## config.mk

```make
export PLATFORM = sky130hd
export DESIGN_NAME = cache_top
export DESIGN_NICKNAME = d
export VERILOG_FILES = /design/src/logic/cache_pkg.sv /design/src/logic/cache_ifs.sv /design/src/logic/way_array.sv /design/src/logic/tag_store.sv /design/src/logic/data_store.sv /design/src/logic/cache_ctrl.sv /design/src/logic/cache_top.sv
export VERILOG_INCLUDE_DIRS = /design/src /design/src/logic
export SDC_FILE = /design/constraint.sdc
export NUM_CORES = 2
export LEC_CHECK = 0
export ABC_CLOCK_PERIOD_IN_PS = 30900
export BUFFER_PORTS_ARGS = -buffer_cell sky130_fd_sc_hd__buf_2
export CELL_PAD_IN_SITES_DETAIL_PLACEMENT = 0
export CELL_PAD_IN_SITES_GLOBAL_PLACEMENT = 1
export CORE_ASPECT_RATIO = 0.8
export CORE_MARGIN = 1
export CORE_UTILIZATION = 25
export DETAILED_ROUTE_END_ITERATION = 8
export GPL_TIMING_DRIVEN = 0
export PLACE_DENSITY = 0.45
export SLEW_MARGIN = 20
export SYNTH_ARGS = -nofsm -noshare
export SYNTH_HDL_FRONTEND = slang
export SYNTH_SLANG_ARGS = --single-unit
```

## constraint.sdc

```tcl
create_clock -name clk -period 30.9 [get_ports clk]
set_clock_uncertainty 0.05 [all_clocks]
set_input_delay 4.635 -clock clk [delete_from_list [all_inputs] [get_ports clk]]
set_output_delay 4.635 -clock clk [all_outputs]
set_load 0.01 [all_outputs]
```

## src/logic/cache_consts.svh

```systemverilog
`ifndef CACHE_CONSTS_SVH
`define CACHE_CONSTS_SVH

// byte address and data word widths
`define CACHE_ADDR_W     32
`define CACHE_WORD_W     32

// array geometry
`define CACHE_LINE_WORDS 4
`define CACHE_SETS       2
`define CACHE_WAYS       2

// tag sits above the set index, which sits above the line offset
`define CACHE_TAG_W      27
`define CACHE_OFFSET_W   4      // word select plus byte offset

`endif

```

## src/logic/cache_pkg.sv

```systemverilog
`default_nettype none

`include "cache_consts.svh"

package cache_pkg;

        typedef logic [`CACHE_ADDR_W-1:0] addr_t;
        typedef logic [`CACHE_WORD_W-1:0] word_t;
        typedef logic [`CACHE_LINE_WORDS*`CACHE_WORD_W-1:0] line_t;  // word 0 in the low bits
        typedef logic [`CACHE_TAG_W-1:0] tag_t;
        typedef logic [$clog2(`CACHE_SETS)-1:0] set_t;
        typedef logic [$clog2(`CACHE_WAYS)-1:0] way_t;

        // one tag array entry
        typedef struct packed {
                logic valid;
                logic dirty;
                tag_t tag;
        } tag_entry_t;

        typedef enum logic [2:0] {
                IDLE       = 3'd0,
                LOOKUP     = 3'd1,
                EVICT      = 3'd2,      // write-back request goes out
                EVICT_WAIT = 3'd3,
                FILL       = 3'd4,      // line read request goes out
                FILL_WAIT  = 3'd5
        } ctrl_state_t;

endpackage

`default_nettype wire

```

## src/logic/cache_ifs.sv

```systemverilog
`default_nettype none

`include "cache_consts.svh"

//////////////////////////////////////////////////////////////////////
// controller <-> tag store
//////////////////////////////////////////////////////////////////////
interface tag_if;
        import cache_pkg::*;

        set_t lookup_set;
        tag_t lookup_tag;
        logic touch;            // make touch_way most recently used
        way_t touch_way;
        logic fill;             // install lookup_tag into fill_way
        way_t fill_way;
        logic set_dirty;        // mark hit_way dirty

        logic hit;
        way_t hit_way;
        way_t victim_way;
        logic victim_dirty;
        tag_t victim_tag;

        modport ctrl (output lookup_set, lookup_tag, touch, touch_way, fill, fill_way,
                      set_dirty, input hit, hit_way, victim_way, victim_dirty, victim_tag);
        modport store (input lookup_set, lookup_tag, touch, touch_way, fill, fill_way,
                       set_dirty, output hit, hit_way, victim_way, victim_dirty, victim_tag);
endinterface

//////////////////////////////////////////////////////////////////////
// controller and request latch <-> data store
//////////////////////////////////////////////////////////////////////
interface data_if;
        import cache_pkg::*;

        set_t set;
        way_t way;
        logic [$clog2(`CACHE_LINE_WORDS)-1:0] word_sel;         // from the request latch
        logic [$clog2(`CACHE_WORD_W/8)-1:0] byte_sel;
        logic byte_mode;
        logic word_wr;
        word_t wdata;
        logic line_wr;
        line_t fill_line;

        word_t rd_word;
        line_t rd_line;

        // word_sel, byte_sel, byte_mode and wdata are driven by the request latch
        modport ctrl (output set, way, word_wr, line_wr, fill_line);
        modport store (input set, way, word_sel, byte_sel, byte_mode, word_wr, wdata,
                       line_wr, fill_line, output rd_word, rd_line);
endinterface

`default_nettype wire

```

## src/logic/way_array.sv

```systemverilog
`default_nettype none

`include "cache_consts.svh"

// sets x ways of one payload, every way of a set readable at once
module way_array
        #(
        parameter type payload_t = logic,
        parameter payload_t reset_val = '0
        )
        (
        input  logic             clk,
        input  logic             reset,
        input  cache_pkg::set_t  rd_set,
        output payload_t         rd_data [`CACHE_WAYS],
        input  logic             wr_en,
        input  cache_pkg::set_t  wr_set,
        input  cache_pkg::way_t  wr_way,
        input  payload_t         wr_data
        );

        payload_t entry [`CACHE_SETS][`CACHE_WAYS];

        always_ff @(posedge clk or posedge reset)
        begin
                if (reset)
                begin
                        for (int s = 0; s < `CACHE_SETS; s++)
                        begin
                                for (int w = 0; w < `CACHE_WAYS; w++)
                                begin
                                        entry[s][w] <= reset_val;
                                end
                        end
                end
                else if (wr_en)
                begin
                        entry[wr_set][wr_way] <= wr_data;   // one entry per cycle
                end
        end

        assign rd_data = entry[rd_set];

endmodule

`default_nettype wire

```

## src/logic/tag_store.sv

```systemverilog
`default_nettype none

`include "cache_consts.svh"

module tag_store
        (
        input logic     clk,
        input logic     reset,
        tag_if.store    tags
        );

        import cache_pkg::*;

        tag_entry_t entry [`CACHE_WAYS];        // both ways of the lookup set
        tag_entry_t wr_entry;
        way_t wr_way;
        logic [`CACHE_SETS-1:0] lru;            // per set, the way to replace next

        way_array #(
                .payload_t(tag_entry_t),
                .reset_val('0)
        ) tag_array_inst (
                .clk(clk),
                .reset(reset),
                .rd_set(tags.lookup_set),
                .rd_data(entry),
                .wr_en(tags.fill || tags.set_dirty),
                .wr_set(tags.lookup_set),
                .wr_way(wr_way),
                .wr_data(wr_entry)
        );

        //////////////////////////////////////////////////////////////////////
        // lookup
        //////////////////////////////////////////////////////////////////////
        always_comb
        begin
                tags.hit = 1'b0;
                tags.hit_way = '0;
                for (int w = 0; w < `CACHE_WAYS; w++)
                begin
                        if (entry[w].valid && entry[w].tag == tags.lookup_tag)
                        begin
                                tags.hit = 1'b1;
                                tags.hit_way = way_t'(w);
                        end
                end
        end

        assign tags.victim_way = lru[tags.lookup_set];
        assign tags.victim_dirty = entry[tags.victim_way].dirty;
        assign tags.victim_tag = entry[tags.victim_way].tag;

        //////////////////////////////////////////////////////////////////////
        // update
        //////////////////////////////////////////////////////////////////////
        always_comb
        begin
                if (tags.fill)
                begin
                        wr_way = tags.fill_way;
                        wr_entry = '{valid: 1'b1, dirty: 1'b0, tag: tags.lookup_tag};
                end
                else
                begin
                        // write hit, keep the tag and set dirty
                        wr_way = tags.hit_way;
                        wr_entry = entry[tags.hit_way];
                        wr_entry.dirty = 1'b1;
                end
        end

        // two ways, so the other way becomes lru
        always_ff @(posedge clk or posedge reset)
        begin
                if (reset)
                begin
                        lru <= '0;
                end
                else if (tags.touch)
                begin
                        lru[tags.lookup_set] <= ~tags.touch_way;
                end
                else if (tags.fill)
                begin
                        lru[tags.lookup_set] <= ~tags.fill_way;
                end
        end

endmodule

`default_nettype wire

```

## src/logic/data_store.sv

```systemverilog
`default_nettype none

`include "cache_consts.svh"

module data_store
        (
        input logic     clk,
        input logic     reset,
        data_if.store   data
        );

        import cache_pkg::*;

        line_t lines [`CACHE_WAYS];
        line_t cur_line;                // line of the chosen way
        line_t merged;                  // cur_line with the store word in place
        word_t cur_word;

        way_array #(
                .payload_t(line_t),
                .reset_val('0)
        ) line_array_inst (
                .clk(clk),
                .reset(reset),
                .rd_set(data.set),
                .rd_data(lines),
                .wr_en(data.word_wr || data.line_wr),
                .wr_set(data.set),
                .wr_way(data.way),
                .wr_data(data.line_wr ? data.fill_line : merged)
        );

        //////////////////////////////////////////////////////////////////////
        // read side
        //////////////////////////////////////////////////////////////////////
        assign cur_line = lines[data.way];
        assign cur_word = cur_line[data.word_sel*`CACHE_WORD_W +: `CACHE_WORD_W];

        assign data.rd_line = cur_line;         // also the write-back data

        // byte mode returns the addressed byte, zero extended
        assign data.rd_word = data.byte_mode ? word_t'(cur_word[data.byte_sel*8 +: 8])
                                             : cur_word;

        //////////////////////////////////////////////////////////////////////
        // write side
        //////////////////////////////////////////////////////////////////////
        always_comb
        begin
                merged = cur_line;
                merged[data.word_sel*`CACHE_WORD_W +: `CACHE_WORD_W] = data.wdata;
        end

endmodule

`default_nettype wire

```

## src/logic/cache_ctrl.sv

```systemverilog
`default_nettype none

`include "cache_consts.svh"

module cache_ctrl
        (
        input  logic                    clk,
        input  logic                    reset,
        input  logic                    req_read,
        input  logic                    req_write,
        input  cache_pkg::set_t         req_set,
        input  cache_pkg::tag_t         req_tag,
        output logic                    stall_pc,
        output logic                    cpu_rvalid,
        output logic                    mem_req,
        output logic                    mem_we,
        output cache_pkg::addr_t        mem_addr,
        input  logic                    mem_ack,
        input  cache_pkg::line_t        mem_rdata,
        tag_if.ctrl                     tags,
        data_if.ctrl                    data
        );

        import cache_pkg::*;

        ctrl_state_t state;
        ctrl_state_t state_next;
        logic lookup_hit;       // request completes this cycle
        logic fill_done;        // line arrives from memory

        assign lookup_hit = (state == LOOKUP) && tags.hit;
        assign fill_done = (state == FILL_WAIT) && mem_ack;

        //////////////////////////////////////////////////////////////////////
        // state machine
        //////////////////////////////////////////////////////////////////////
        always_comb
        begin
                state_next = state;
                case (state)
                IDLE:
                begin
                        if (req_read || req_write)
                        begin
                                state_next = LOOKUP;
                        end
                end
                LOOKUP:
                begin
                        if (tags.hit)
                        begin
                                state_next = IDLE;
                        end
                        else if (tags.victim_dirty)
                        begin
                                state_next = EVICT;
                        end
                        else
                        begin
                                state_next = FILL;
                        end
                end
                EVICT:
                begin
                        state_next = EVICT_WAIT;
                end
                EVICT_WAIT:
                begin
                        if (mem_ack)
                        begin
                                state_next = FILL;
                        end
                end
                FILL:
                begin
                        state_next = FILL_WAIT;
                end
                FILL_WAIT:
                begin
                        if (mem_ack)
                        begin
                                state_next = LOOKUP;    // looks up again and hits
                        end
                end
                default:
                begin
                        state_next = IDLE;
                end
                endcase
        end

        always_ff @(posedge clk or posedge reset)
        begin
                if (reset)
                begin
                        state <= IDLE;
                        cpu_rvalid <= 1'b0;
                end
                else
                begin
                        state <= state_next;
                        cpu_rvalid <= lookup_hit && req_read;
                end
        end

        assign stall_pc = (state != IDLE);      // strobes are ignored while set

        //////////////////////////////////////////////////////////////////////
        // store controls
        //////////////////////////////////////////////////////////////////////
        assign tags.lookup_set = req_set;
        assign tags.lookup_tag = req_tag;
        assign tags.touch = lookup_hit;
        assign tags.touch_way = tags.hit_way;
        assign tags.set_dirty = lookup_hit && req_write;
        assign tags.fill = fill_done;
        assign tags.fill_way = tags.victim_way;

        // the victim way is read for write-back and written on fill
        assign data.set = req_set;
        assign data.way = tags.hit ? tags.hit_way : tags.victim_way;
        assign data.word_wr = lookup_hit && req_write;
        assign data.line_wr = fill_done;
        assign data.fill_line = mem_rdata;

        // memory strobes, one cycle each in EVICT and FILL
        assign mem_req = (state == EVICT) || (state == FILL);
        assign mem_we = (state == EVICT);
        assign mem_addr = mem_we ? {tags.victim_tag, req_set, {`CACHE_OFFSET_W{1'b0}}}
                                 : {req_tag, req_set, {`CACHE_OFFSET_W{1'b0}}};

endmodule

`default_nettype wire

```

## src/logic/cache_top.sv

```systemverilog
`default_nettype none

`include "cache_consts.svh"

module cache_top
        (
        input  logic                    clk,
        input  logic                    reset,
        input  logic                    cpu_read,
        input  logic                    cpu_write,
        input  logic                    cpu_byte,
        input  cache_pkg::addr_t        cpu_addr,
        input  cache_pkg::word_t        cpu_wdata,
        output cache_pkg::word_t        cpu_rdata,
        output logic                    cpu_rvalid,
        output logic                    stall_pc,
        output logic                    mem_req,
        output logic                    mem_we,
        output cache_pkg::addr_t        mem_addr,
        output cache_pkg::line_t        mem_wdata,
        input  logic                    mem_ack,
        input  cache_pkg::line_t        mem_rdata
        );

        import cache_pkg::*;

        logic start;            // request sampled at this edge
        logic read_q;
        logic write_q;
        logic byte_q;
        addr_t addr_q;
        word_t wdata_q;

        tag_if tif ();
        data_if dif ();

        //////////////////////////////////////////////////////////////////////
        // request latch
        //////////////////////////////////////////////////////////////////////
        assign start = (cpu_read || cpu_write) && !stall_pc;

        always_ff @(posedge clk or posedge reset)
        begin
                if (reset)
                begin
                        read_q <= 1'b0;
                        write_q <= 1'b0;
                end
                else if (start)
                begin
                        read_q <= cpu_read;
                        write_q <= cpu_write;
                end
        end

        always_ff @(posedge clk)
        begin
                if (start)
                begin
                        addr_q <= cpu_addr;
                        wdata_q <= cpu_wdata;
                        byte_q <= cpu_byte;
                end
        end

        assign dif.word_sel = addr_q[`CACHE_OFFSET_W-1:2];
        assign dif.byte_sel = addr_q[1:0];
        assign dif.byte_mode = byte_q;
        assign dif.wdata = wdata_q;

        assign cpu_rdata = dif.rd_word;         // valid with cpu_rvalid
        assign mem_wdata = dif.rd_line;         // victim line during EVICT

        //////////////////////////////////////////////////////////////////////
        // blocks
        //////////////////////////////////////////////////////////////////////
        cache_ctrl ctrl_inst (
                .clk(clk),
                .reset(reset),
                .req_read(stall_pc ? read_q : cpu_read),        // raw strobe while idle
                .req_write(stall_pc ? write_q : cpu_write),
                .req_set(addr_q[`CACHE_OFFSET_W]),
                .req_tag(addr_q[`CACHE_ADDR_W-1 -: `CACHE_TAG_W]),
                .stall_pc(stall_pc),
                .cpu_rvalid(cpu_rvalid),
                .mem_req(mem_req),
                .mem_we(mem_we),
                .mem_addr(mem_addr),
                .mem_ack(mem_ack),
                .mem_rdata(mem_rdata),
                .tags(tif.ctrl),
                .data(dif.ctrl)
        );

        tag_store tag_store_inst (
                .clk(clk),
                .reset(reset),
                .tags(tif.store)
        );

        data_store data_store_inst (
                .clk(clk),
                .reset(reset),
                .data(dif.store)
        );

endmodule

`default_nettype wire

```

## Yosys cells after proc, flatten, opt, wreduce, memory -nomap -nowiden

Index checks and enable logic that the tools add are counted.

- Add/subtract/negate cells: 1
- Magnitude comparators: 10
- Equality and inequality tests: 10
- Shift-type cells: 4
- Mux-type cells: 51
- Bitwise logic cells: 7
- Reduce and logical (&&, ||, !) cells: 20

Operator list:

| cell | count |
|---|---|
| 256-bit two-way mux | 4 |
| 128-bit two-way mux | 5 |
| 512-bit bitwise mux | 1 |
| 256-bit demux with 1-bit select | 1 |
| 58-bit two-way mux | 4 |
| 29-bit two-way mux | 5 |
| 128-bit bitwise mux | 1 |
| 128-bit demux with 1-bit select | 1 |
| 32-bit by 34-bit variable shift with 128-bit output, first input constant | 1 |
| 128-bit by 8-bit indexed part select with 32-bit output | 1 |
| 32-bit by 34-bit indexed part select with 128-bit output | 1 |
| 116-bit bitwise mux | 1 |
| 28-bit two-way mux | 3 |
| 32-bit two-way mux | 2 |
| 58-bit demux with 1-bit select | 1 |
| 27-bit == test | 2 |
| 7-bit negation with 34-bit output | 1 |
| 32-bit by 6-bit indexed part select with 8-bit output | 1 |
| 29-bit demux with 1-bit select | 1 |
| 3-bit one-hot mux with 6 select lines | 1 |
| 3-bit two-way mux | 5 |
| 1-bit logical AND | 11 |
| 2-bit >= comparator, second input constant | 5 |
| 1-bit two-way mux | 10 |
| 19 further kinds | 34 |

- Bits in registers: 701
- Input port bits: 198
- Output and inout port bits: 196

## Depth between registers and ports, before layout

- Depth in word-level cells: 17
- Depth in mapped cells: 16
- Depth with buffers taken out: 11

## Cells and area by module

From an unflattened synthesis, not the netlist that was laid out.

- Cells, all modules: 3089
- Area, all modules: 39290.2 sq um

By module, submodules not included:

| module | instances | cells an instance | area an instance (sq um) | seq. area each (sq um) |
|---|---|---|---|---|
| way_array (data_store_inst.line_array_inst) | 1 | 1369 | 22047.4 | 12812.3 |
| data_store | 1 | 881 | 6048.3 | 0.0 |
| way_array (tag_store_inst.tag_array_inst) | 1 | 313 | 5185.0 | 2902.8 |
| cache_top | 1 | 78 | 2064.5 | 2001.9 |
| tag_store | 1 | 224 | 1990.7 | 50.0 |
| cache_ctrl | 1 | 224 | 1954.4 | 100.1 |

## Worst setup path after synthesis

Ideal clock, no wire load.

- Path type: reg2out
- From: register addr_q[4]
- To: output cpu_rdata[0]
- Arrival time: 3431 ps
- Setup slack: 22784 ps
- Stages on the path, launching flop included: 15
- Buffers on the path: 5
- Cells stage by stage: edfxtp_1 -> buf_6 -> buf_6 -> mux2i_1 -> xnor2_1 -> or2_2 -> or4_1 -> buf_2 -> nand2_4 -> buf_8 -> buf_6 -> mux4_2 -> a22o_1 -> a221oi_1 -> nand4_1

- Word-level cells in the longest chain between the ends: 16

Ends and longest elaborated chain:

| item | RTL line | RTL |
|---|---|---|
| start, declared | cache_top.sv:31 | `addr_t addr_q;` |
| start signal, assigned | cache_top.sv:60 | `addr_q <= cpu_addr;` |
| 1-bit NOT with 2-bit output (not written as such) | way_array.sv:42 | `assign rd_data = entry[rd_set];` |
| 58-bit two-way mux (not written as such) (3 in series) | way_array.sv:42 |  |
| 27-bit == test | tag_store.sv:42 | `if (entry[w].valid && entry[w].tag == tags.lookup_tag)` |
| 1-bit logical AND | tag_store.sv:42 |  |
| 1-bit two-way mux (2 in series) | tag_store.sv:42 |  |
| 1-bit two-way mux | cache_ctrl.sv:121 | `assign data.way = tags.hit ? tags.hit_way : tags.victim_way;` |
| 1-bit NOT with 2-bit output (not written as such) | data_store.sv:36 | `assign cur_line = lines[data.way];` |
| 128-bit two-way mux (not written as such) * (3 in series) | data_store.sv:36 |  |
| 128-bit by 8-bit indexed part select with 32-bit output * | data_store.sv:37 | `` assign cur_word = cur_line[data.word_sel*`CACHE_WORD_W +: `CACHE_WORD_W]; `` |
| 32-bit by 6-bit indexed part select with 8-bit output | data_store.sv:42 | `assign data.rd_word = data.byte_mode ? word_t'(cur_word[data.byte_sel*8 +: 8])` |
| 32-bit two-way mux * | data_store.sv:42 |  |
| end, declared | cache_top.sv:14 | `output cache_pkg::word_t cpu_rdata,` |

Every way passes the cells marked *; elsewhere a longest branch is shown, timed or not. The select of a mux whose other input is x is not followed.

## Worst setup path after layout

- From: register addr_q[4]
- To: output cpu_rdata[1]

The elaborated chain is that of the path after synthesis.

==> qor.txt <==
count of flip-flops with a built-in enable after synthesis: 65
Final Max Tran Viols: 0
headroom to the max-slew limit: 11.6%
core footprint: 138000 um^2
number of antenna violations at the first check in global routing: 36
Hold Vio Cnt, Final: 0
origin of the critical flop-to-flop path: addr_q[4]$_DFFE_PP_
mean instance size in the synthesized netlist: 10.2 um^2
vias per inst: 5.42
maximum fanout encountered on the critical timing path: 10
wire length of the first global-routing pass: 263000 um
run status: completed
dpl cell area: 39600 um^2
Fmax: 91.3 MHz
initial detailed-routing violation count: 3222
Area growth syn-to-layout: 21.5%
drt first pass iters: 5
critical hold path startpoint: tag_store_inst.tag_array_inst.entry[28]$_DFFE_PP0P_
# resized after CTS: 0
GRT Util Overall: 27.0%
most frequent cells in the layout: 636 x sky130_fd_sc_hd__dfrtp_1, 626 x sky130_fd_sc_hd__nand2_1, 454 x sky130_fd_sc_hd__o21ai_0
most common cell after layout, fill and taps aside: sky130_fd_sc_hd__dfrtp_1
Period minus WS final: 10950 ps
I/O pin count: 394
WHS Path Cells: 1
post-CTS clock slew at the launch and capture registers of the worst setup and hold paths: 60 ps
DRC: 0
number of buffers added to fix hold violations after cts: 0
number of filler instances in the final layout: 14600
register bit total from synthesis: 701
worst r2r dst: data_store_inst.line_array_inst.entry[256]$_DFFE_PP0P_
dominant register cell in the synthesized netlist: sky130_fd_sc_hd__dfrtp_1
setup slack of the worst register-to-register path: 24310 ps
worst setup slack after layout: 19950 ps
total grt overflow: 0
gp weighted congestion: 0.950
total detailed-routing wirelength: 194000 um
Max Cap Viol: 0
area of combinational cells with multiple inputs: 15800 um^2
top area cells in the synthesized netlist: sky130_fd_sc_hd__dfrtp_1 46%, sky130_fd_sc_hd__mux4_2 7.3%, sky130_fd_sc_hd__nand2_1 6.7%
Total Nets Final: 4108
Power Density: 109 nW/um^2
clock buffers created by TritonCTS: 84
fraction of the cycle the final worst path needs: 35.4%
Mapped Area: 34900 um^2
proportion of layout cells with a drive suffix above 1: 19.8%
xor and xnor area share after synthesis: 1.40%
crit path launch type: register
setup violators final: 0
HPWL reported at the end of detailed placement: 148000 um
root buffer selected by CTS: sky130_fd_sc_hd__clkbuf_16
number of sinks driven by the clock tree: 701
largest family of logic cells by synthesized area: compound AO/OA/AOI/OAI gates
fraction of the mapped netlist area in simple logic gates: 10.7%
share of the yosys chip area belonging to registers: 51.1%
unrepaired setup endpoints after global routing: false
path depth of the worst reg2reg path: 15
leak pwr: 0.0179 uW
nature of the critical path endpoint: output pin
pre-CTS setup slack: 20810 ps
fraction of the mapped netlist area in compound gates: 19.1%
peak supply drop: 42.9 uV
adder and majority cell fraction of the synthesized area: 0.179%
Tightest Hold Check Type: register to register
Synth Warn #: 0
mean routed wirelength per cell: 33.2 um
TritonCTS clock tree: yes
Sequential cell area: 17900 um^2
Layout Cell Area excl Fill: 42500 um^2
Crit path required time: 26220 ps
Cell variety after synth: 58
total number of vias: 31700
slew at the pin closest to its max-slew limit: 1330 ps
worst min-delay path endpoint: tag_store_inst.tag_array_inst.entry[28]$_DFFE_PP0P_
data arrival time at the worst-slack endpoint: 6270 ps
proportion of synthesized flip-flops having asynchronous set or reset: 90.7%
total die area: 141000 um^2
number of global-route vias before repair: 30500
power consumption: 4630 uW
multiplexer area fraction after synthesis: 13.8%
number of H-tree branching levels: 3
horizontal die dimension: 420 um
Synth Instances: 3413
number of nets with antenna violations after detailed routing: 0
clock latency at the later pin of the worst-skew pair: 710 ps
category of the critical setup timing path: register to output pin
maximum number of pins on one net before global-route repair: 88
buffers from clock root to sink, at most: 3
total number of placement rows: 122
y dimension of the die: 336 um
top cell type by total area after synthesis: sky130_fd_sc_hd__dfrtp_1
IO Port Bufs: 389
Synth top area share: 45.6%
post-CTS setup buffer count: 0
crit path from: addr_q[4]$_DFFE_PP_
Starting Density: 25.2%
-- worst max-delay path: stages (launching register included) --
cell                       delay (ps)
sky130_fd_sc_hd__edfxtp_1         370
sky130_fd_sc_hd__buf_6            200
sky130_fd_sc_hd__buf_2            410
sky130_fd_sc_hd__mux2i_1          450
sky130_fd_sc_hd__xor2_1           420
sky130_fd_sc_hd__nand2_1          150
sky130_fd_sc_hd__or4_1            530
sky130_fd_sc_hd__buf_2            190
sky130_fd_sc_hd__nand2_4           90
sky130_fd_sc_hd__buf_8            170
sky130_fd_sc_hd__buf_6            230
sky130_fd_sc_hd__mux2i_1          920
sky130_fd_sc_hd__mux2i_1          250
sky130_fd_sc_hd__a22o_1           270
sky130_fd_sc_hd__a221oi_1         360
sky130_fd_sc_hd__nand4_1          280
sky130_fd_sc_hd__buf_2            240
-- layout make-up --
type	instances	share of cell area [%]
Multi-Input combinational cell	2414	37.3
Timing Repair Buffer	403	5.36
Inverter	13	0.133
Sequential cell	701	42.1
Clock buffer	127	5.88
Tap cell	1860	5.48
Clock inverter	26	0.760
Buffer	288	2.98
Antenna cell	8	0.0471
-- report_power, final --
part	internal, uW	switching, uW
Clock	595	448
Sequential	1280	264
Combinational	671	1370
-- kinds of logic after synthesis --
group / count (synthesis)
AO/OA/AOI/OAI: 1085
adder cells (fa/ha/maj): 5
buffers and inverters: 301
AND/OR/NAND/NOR: 933
XOR/XNOR: 56
multiplexers: 331
other: 1
flip-flops: 701
-- synthesized netlist by cell type, drive strengths merged (26+ instances only) --
library cell / number
buf: 61
o21ai: 549
a211oi: 34
dfrtp: 636
mux2i: 157
clkbuf: 227
o21bai: 98
a22o: 28
mux2: 61
nor2: 212
a21oi: 172
a221o: 26
nand2: 627
mux4: 113
edfxtp: 65
a221oi: 132
xor2: 27
xnor2: 29
-- per-layer routing --
| layer | share of wire, % | global-route usage, % | vias to the layer above |
|---|---|---|---|
| met1 | 48 | 40.9 | 16600 |
| li1 | - | - | 13400 |
| met2 | 41 | 37.8 | 1330 |
| met3 | 7.0 | 4.87 | 309 |
| met4 | 4.0 | 9.73 | 8 |
| met5 | 0.026 | 0 | - |
-- metrics by stage --
| stage | cells | setup TNS, ps | util (%) | hold slack [ps] |
|---|---|---|---|---|
| after floorplan | 3416 | 0 | - | 381 |
| after global placement | 5665 | -1020290 | 28.3 | 395 |
| after detailed placement | 5679 | 0 | 28.6 | 401 |
| after CTS | 5832 | 0 | 30.6 | 416 |
| after global routing | 5836 | 0 | 30.7 | 435 |
| final | 5840 | 0 | 30.7 | 423 |
-- worst max-delay path by stage --
stage	end	slack, ps	depth (start not counted)
after floorplan	ctrl_inst.cpu_rvalid$_DFF_PP0_	8400	1
after global placement	data_store_inst.line_array_inst.entry[77]$_DFFE_PP0P_	-1740	2
after detailed placement	cpu_rdata[1]	20810	16
after CTS	cpu_rdata[1]	20040	16
after global routing	cpu_rdata[0]	19910	16
final	cpu_rdata[1]	19950	16
-- registers in the layout, summed over array words and instances, names as in the netlist, 2 cells and up --
register / count
addr_q: 32
ctrl_inst.state: 3
data_store_inst.line_array_inst.entry: 512
dif.wdata: 32
tag_store_inst.lru: 2
tag_store_inst.tag_array_inst.entry: 116
Note: power is estimated with default switching activity, not from simulation.
